$ cat src/design/wrand_consts.svh
`ifndef WRAND_CONSTS_SVH
`define WRAND_CONSTS_SVH

// number of work queues behind the scheduler
`define WRAND_NUM_QUEUES 4

// cumulative weights and the random number share this width
// the arbiter compares them directly, so it stays at 8 bits
`define WRAND_WEIGHT_W 8

// start value of the random generator
// it must be nonzero or the LFSR locks up
`define WRAND_LFSR_SEED 8'hA5

// width of each pending-work counter
`define WRAND_COUNT_W 8

`endif

$ cat src/design/wrand_pkg.sv
`default_nettype none

`include "wrand_consts.svh"

package wrand_pkg;

  // cumulative weight threshold, one per queue
  typedef logic [`WRAND_WEIGHT_W-1:0] weight_t;

  // pending work units in one queue, saturating at all ones
  typedef logic [`WRAND_COUNT_W-1:0] count_t;

  // queue index wide enough for every queue
  typedef logic [$clog2(`WRAND_NUM_QUEUES)-1:0] qid_t;

  // static weight table with queue 0 in the low bits
  // weights are expected to be non-decreasing from queue 0 upward
  typedef struct packed {
    weight_t [`WRAND_NUM_QUEUES-1:0] w;
  } weight_cfg_t;

  // one unit of work arriving for queue qid
  typedef struct packed {
    logic valid;
    qid_t qid;
  } enq_cmd_t;

  // one unit of work leaving queue qid
  // boosted means the random pick beat the strict priority order
  typedef struct packed {
    logic valid;
    qid_t qid;
    logic boosted;
  } deq_grant_t;

endpackage

`default_nettype wire

$ cat src/design/lfsr_random8.sv
`default_nettype none

`include "wrand_consts.svh"

module lfsr_random8
  import wrand_pkg::*;
(
  input  wire logic clk,
  input  wire logic rst_n,
  input  wire logic update,
  output weight_t   random
);

  // feedback taps for x^8 + x^6 + x^5 + x^4 + 1 in right shifting Galois form
  localparam weight_t TAPS = 8'hB8;

  weight_t lfsr_q;
  weight_t lfsr_next;

  // shift right and fold the outgoing bit back into the tap positions
  // a maximal polynomial walks through all 255 nonzero states
  always_comb begin
    lfsr_next = {1'b0, lfsr_q[`WRAND_WEIGHT_W-1:1]};
    if (lfsr_q[0]) begin
      lfsr_next = lfsr_next ^ TAPS;
    end
  end

  // the state only moves when the arbiter consumed the current value
  always_ff @(posedge clk) begin
    if (!rst_n) begin
      lfsr_q <= `WRAND_LFSR_SEED;
    end else if (update) begin
      lfsr_q <= lfsr_next;
    end
  end

  // the arbiter sees the current state directly
  assign random = lfsr_q;

endmodule

`default_nettype wire

$ cat src/design/req_queue_slot.sv
`default_nettype none

module req_queue_slot
  import wrand_pkg::*;
#(
  parameter int QID = 0
) (
  input  wire logic clk,
  input  wire logic rst_n,
  input  enq_cmd_t  enq,
  input  wire logic pop,
  output logic      nonempty,
  output logic      drop
);

  count_t count_q;
  logic   match;
  logic   full;
  logic   drop_q;

  // each slot steers the shared enqueue port to itself by index
  assign match = enq.valid && (enq.qid == qid_t'(QID));

  // a saturated counter cannot take another unit
  assign full = (count_q == '1);

  // an arrival and a departure in the same cycle cancel out
  // a refused arrival leaves the count where it is
  always_ff @(posedge clk) begin
    if (!rst_n) begin
      count_q <= '0;
    end else if (match && !pop) begin
      if (!full) begin
        count_q <= count_q + 1'b1;
      end
    end else if (pop && !match) begin
      count_q <= count_q - 1'b1;
    end
  end

  // flag a lost unit for one cycle after the refused enqueue
  // a pop in the same cycle frees room, so nothing is lost then
  always_ff @(posedge clk) begin
    if (!rst_n) begin
      drop_q <= 1'b0;
    end else begin
      drop_q <= match && full && !pop;
    end
  end

  // the arbiter treats any pending work as a request
  assign nonempty = (count_q != '0);
  assign drop     = drop_q;

endmodule

`default_nettype wire

$ cat src/design/wrand_arb.sv
`default_nettype none

`include "wrand_consts.svh"

module wrand_arb
  import wrand_pkg::*;
(
  input  wire logic                         clk,
  input  wire logic                         rst_n,
  input  wire logic [`WRAND_NUM_QUEUES-1:0] reqs,
  input  weight_cfg_t                       weights,
  input  weight_t                           random,
  input  wire logic                         sched_en,
  input  wire logic [`WRAND_NUM_QUEUES-1:0] drops,
  output logic      [`WRAND_NUM_QUEUES-1:0] pop,
  output logic                              rand_update,
  output deq_grant_t                        grant,
  output logic                              enq_drop
);

  localparam int NQ = `WRAND_NUM_QUEUES;

  weight_t [NQ-1:0] lower;
  logic             weight_v;
  qid_t             weight_qid;
  logic             strict_v;
  qid_t             strict_qid;
  logic             win_v;
  qid_t             win_qid;
  logic             fire;
  deq_grant_t       grant_q;

  // the lower bound of each weight range is the weight of the queue below
  // queue 0 starts its range at zero
  always_comb begin
    lower[0] = '0;
    for (int i = 1; i < NQ; i++) begin
      lower[i] = weights.w[i-1];
    end
  end

  // a queue is a weighted candidate when random falls inside its range
  // scanning upward lets the highest matching index win
  always_comb begin
    weight_v   = 1'b0;
    weight_qid = '0;
    for (int i = 0; i < NQ; i++) begin
      if (reqs[i] && (weights.w[i] != '0) &&
          (random > lower[i]) && (random <= weights.w[i])) begin
        weight_v   = 1'b1;
        weight_qid = qid_t'(i);
      end
    end
  end

  // strict fallback picks the lowest requesting index
  // scanning downward leaves the lowest one in place
  always_comb begin
    strict_v   = 1'b0;
    strict_qid = '0;
    for (int i = NQ - 1; i >= 0; i--) begin
      if (reqs[i]) begin
        strict_v   = 1'b1;
        strict_qid = qid_t'(i);
      end
    end
  end

  // the weighted pick takes precedence whenever one exists
  assign win_v   = weight_v || strict_v;
  assign win_qid = weight_v ? weight_qid : strict_qid;
  assign fire    = sched_en && win_v;

  // one pop pulse to the winning slot in the decision cycle
  always_comb begin
    pop = '0;
    if (fire) begin
      pop[win_qid] = 1'b1;
    end
  end

  // the random number moves on only after a weighted pick used it
  assign rand_update = sched_en && weight_v;

  // grant shows the decision one cycle after the slot was drained
  always_ff @(posedge clk) begin
    if (!rst_n) begin
      grant_q <= '0;
    end else begin
      grant_q.valid   <= fire;
      grant_q.qid     <= win_qid;
      grant_q.boosted <= fire && weight_v && (weight_qid > strict_qid);
    end
  end

  assign grant = grant_q;

  // slot drop flags are already registered, so one OR gives the pulse
  assign enq_drop = |drops;

endmodule

`default_nettype wire

$ cat src/design/wrand_sched.sv
`default_nettype none

`include "wrand_consts.svh"

module wrand_sched
  import wrand_pkg::*;
(
  input  wire logic  clk,
  input  wire logic  rst_n,
  input  enq_cmd_t   enq,
  input  weight_cfg_t weights,
  input  wire logic  sched_en,
  output deq_grant_t grant,
  output logic       enq_drop
);

  localparam int NQ = `WRAND_NUM_QUEUES;

  // per-slot request, pop and drop lines
  logic [NQ-1:0] nonempty;
  logic [NQ-1:0] pop;
  logic [NQ-1:0] drops;

  // random number and its step strobe between arbiter and LFSR
  weight_t random;
  logic    rand_update;

  // identical counters, each one picking its own enqueues by index
  for (genvar g = 0; g < NQ; g++) begin : g_slot
    req_queue_slot #(
      .QID (g)
    ) u_slot (
      .clk      (clk),
      .rst_n    (rst_n),
      .enq      (enq),
      .pop      (pop[g]),
      .nonempty (nonempty[g]),
      .drop     (drops[g])
    );
  end

  // decides which queue drains and registers the grant
  wrand_arb u_arb (
    .clk         (clk),
    .rst_n       (rst_n),
    .reqs        (nonempty),
    .weights     (weights),
    .random      (random),
    .sched_en    (sched_en),
    .drops       (drops),
    .pop         (pop),
    .rand_update (rand_update),
    .grant       (grant),
    .enq_drop    (enq_drop)
  );

  // random source that steps only on weighted picks
  lfsr_random8 u_lfsr (
    .clk    (clk),
    .rst_n  (rst_n),
    .update (rand_update),
    .random (random)
  );

endmodule

`default_nettype wire

$ cat config.mk
export PLATFORM = sky130hd
export DESIGN_NAME = wrand_sched
export DESIGN_NICKNAME = d
export VERILOG_FILES = /design/src/design/wrand_pkg.sv /design/src/design/lfsr_random8.sv /design/src/design/req_queue_slot.sv /design/src/design/wrand_arb.sv /design/src/design/wrand_sched.sv
export VERILOG_INCLUDE_DIRS = /design/src /design/src/design
export SDC_FILE = /design/constraint.sdc
export NUM_CORES = 1
export LEC_CHECK = 0
export BUFFER_PORTS_ARGS = -buffer_cell sky130_fd_sc_hd__buf_2
export CORE_ASPECT_RATIO = 1.25
export CORE_MARGIN = 5
export CORE_UTILIZATION = 54
export CTS_CLUSTER_DIAMETER = 60
export DETAILED_ROUTE_END_ITERATION = 6
export PLACE_DENSITY = 0.87
export SETUP_SLACK_MARGIN = 0.3
export SKIP_CTS_REPAIR_TIMING = 1
export SLEW_MARGIN = 20
export SYNTH_ARGS = -nofsm -noshare
export SYNTH_HDL_FRONTEND = slang
export SYNTH_SLANG_ARGS = --single-unit
$ cat constraint.sdc
create_clock -name clk -period 3.7 [get_ports clk]
set_input_delay 0.37 -clock clk [delete_from_list [all_inputs] [get_ports clk]]
set_output_delay 0.37 -clock clk [all_outputs]
set_load 0.02 [all_outputs]
==> flow_summary.json <==
{
  "io_buffers": 42,
  "start_util": 0.5603,
  "finalWirelength_mm": 11.71,
  "wl_met3_um": 627,
  "setup_ws_ps": -6.013,
  "synth.cell_area_um2": 4172,
  "viasPerCell": 6.148,
  "crit_path_start": "u_lfsr.random[5]$_SDFFE_PN1P_",
  "stdcell_area_um2": 5284,
  "place_congestion": 0.8498,
  "cts_made_buffers": 5,
  "yosysTopAreaCell": "dfxtp_1",
  "synth_most_common_cell": "nand2_1",
  "fin_worst_skew_ps": 4.386,
  "htreeDepth": 2,
  "vias": 4113,
  "synth_top_family_by_area": "simple AND/OR/NAND/NOR gates",
  "grt_pass1_wl_mm": 17.66,
  "required_ps": 3950,
  "fin_crit_ps": 3706,
  "cts_root_buf": "clkbuf_8",
  "critPathArrivalTime_ps": 3950,
  "routedWlPerCell_um": 17.50,
  "finalCritPeriodShare": 1.002,
  "nets": 676,
  "synthXorXnorAreaFrac": 0.04619,
  "synthMuxAreaShare": 0.1206,
  "area_delta_synth_final_pct": 26.66,
  "hold_path_class": "flip-flop to flip-flop",
  "synth_compound_area_frac": 0.1407,
  "startpoint_type": "flip-flop",
  "synthAdderAreaFrac": 0.1932,
  "synth_cell_type_count": 58,
  "r2r_slack_ps": -6,
  "grt_max_degree": 68,
  "cp-endpoint": "g_slot[2].u_slot.count_q[7]$_SDFFE_PN0P_",
  "synthTopCellsByCount": "nand2_1 (81), ha_1 (58), dfxtp_1 (48)",
  "ant_nets": 0,
  "failed_checks": "negative setup slack",
  "ys_warn_count": 0,
  "grt-ovfl-total": 0,
  "n_antenna_cell": 0,
  "grtUsageTotal": 0.2284,
  "hold_viol_final": 0,
  "clockBufferDepth": 2,
  "core_um2": 7445,
  "drv_cap": 0,
  "synth_flop_cell": "dfxtp_1",
  "netlist.area_leader.share": 0.2304,
  "met1_length_mm": 4.201,
  "irDropWorstVdd_mv": 0.4907,
  "topRoutingLayerUsed": "met4",
  "drt_iter0_markers": 226,
  "async_flop_share": 0,
  "finalSetupViolations": 1,
  "synth-edff-count": 0,
  "die_x_um": 88.61,
  "synthTopCellsByArea": "dfxtp_1 (23%), ha_1 (17%), mux2i_1 (10%), nand2_1 (7.3%), a21oi_1 (4.0%)",
  "io-pin-count": 43,
  "finalMaxSlewViolations": 0,
  "ys_seq_area_frac": 0.2304,
  "fin_tns_setup_ps": -6.013,
  "antenna_found_initial": 0,
  "drtPass1Iterations": 5,
  "worstMarginPinSlew_ps": 660.6,
  "rr_worst_depth": 17,
  "drc_errors": 0,
  "hold-worst-slack_ps": 516.1,
  "r2r_start": "u_lfsr.random[5]$_SDFFE_PN1P_",
  "die_area_um2": 9593,
  "utilization": 0.7097,
  "critPathKind": "flip-flop to flip-flop",
  "clk_pin_slew_ps": 100,
  "leakage_nw": 2.504,
  "fmax_mhz": 269.8,
  "crit_fanout": 7,
  "yosys_register_bits": 48,
  "relSlewSlack": 0.5596,
  "fp.dieH_um": 108.3,
  "grt_setup_unrepaired": "yes",
  "avgSynthCellArea_um2": 8.444,
  "status": "complete, but fails checks",
  "synth-simple-area-share": 0.2175,
  "wl_met2_mm": 6.350,
  "power_density_nw_per_um2": 968.3,
  "cts_tree": "yes",
  "post_dp_cell_area_um2": 4770,
  "grt_pass1_vias": 4135,
  "num_rows": 35,
  "crit_path_end_kind": "flip-flop",
  "synth_fp_nets": 594,
  "hpwlAfterDp_mm": 8.263,
  "clock-sinks": 48,
  "r2r-end": "g_slot[2].u_slot.count_q[7]$_SDFFE_PN0P_",
  "insertion_delay_ps": 310,
  "syn-instance-count": 494,
  "layout-drive-gt1-share": 0.3137
}
[critical path, stage by stage, from the launching register on]
cell	delay (ps)
dfxtp_4	440
ha_4	220
a211oi_2	170
nor2_1	60
o22a_1	230
buf_4	150
o311ai_1	480
a221oi_4	120
nand3_1	140
nand2_2	120
buf_4	200
ha_1	320
inv_1	70
o21bai_1	180
a21oi_2	90
o21ai_0	220
mux2i_1	240
mux2i_1	190
[metrics by stage]
step                      cells  total power (W)  setup WS [ps]
after floorplan             494         0.003250          204.3
after global placement      646         0.003918          16.22
after detailed placement    646         0.004104         -125.6
after CTS                   654         0.004525         -153.1
after global routing        669         0.005498         -168.4
final                       669         0.005116         -6.013
[layer usage]
metal | track usage | vias to the layer above
met3 | 0.03049 | 51
met5 | 0 | -
met4 | 0.1112 | 0
li1 | - | 1943
met2 | 0.4401 | 142
met1 | 0.2341 | 1977
[registers in the layout, indices dropped and copies added, names as in the netlist]
name	cells
g_slot.u_slot.count_q	32
g_slot.u_slot.drop	4
u_arb.grant	4
u_lfsr.random	8
[cell type report]
class / instances / area, um2
tap: 92 / 115.1
multi-input combinational: 396 / 3354
clock buffer: 5 / 68.82
sequential: 48 / 985.9
timing repair buffer: 85 / 556.8
inverter: 40 / 160.2
clock inverter: 3 / 42.54
fill: 524 / 2161
[cells in the final DEF (no fill, tap or decap), drive strengths merged, types with 13 or more instances in the layout]
cell type,n
nor2,22
a21oi,33
nand2,83
nand4,20
ha,58
o21ai,13
dfxtp,48
xnor2,13
nor4,22
buf,85
mux2i,45
inv,40
[power breakdown]
group	switching, W	internal [W]
clock	0.000198	0.000200
sequential	0.000277	0.000722
combinational	0.00185	0.00187
total	0.00232	0.00279
[kinds of logic after synthesis]
group,count (synthesis)
flops,48
compound gates,86
buf+inv,50
xor+xnor,22
fa+ha+maj,62
mux,46
simple gates,180
[how the worst min path moves through the flow]
stage | slack (ps) | startpoint | cells past startpoint | endpoint
after global placement | 470 | g_slot[0].u_slot.count_q[7]$_SDFFE_PN0P_ | 2 | g_slot[0].u_slot.count_q[7]$_SDFFE_PN0P_
after CTS | 500 | g_slot[0].u_slot.count_q[7]$_SDFFE_PN0P_ | 2 | g_slot[0].u_slot.count_q[7]$_SDFFE_PN0P_
after floorplan | 460 | g_slot[0].u_slot.count_q[7]$_SDFFE_PN0P_ | 2 | g_slot[0].u_slot.count_q[7]$_SDFFE_PN0P_
final | 520 | g_slot[1].u_slot.count_q[6]$_SDFFE_PN0P_ | 2 | g_slot[1].u_slot.count_q[6]$_SDFFE_PN0P_
after detailed placement | 480 | g_slot[0].u_slot.count_q[7]$_SDFFE_PN0P_ | 2 | g_slot[0].u_slot.count_q[7]$_SDFFE_PN0P_
after global routing | 540 | sched_en | 4 | u_arb.grant[3]$_SDFF_PN0_
(Power assumes the default switching activity.)
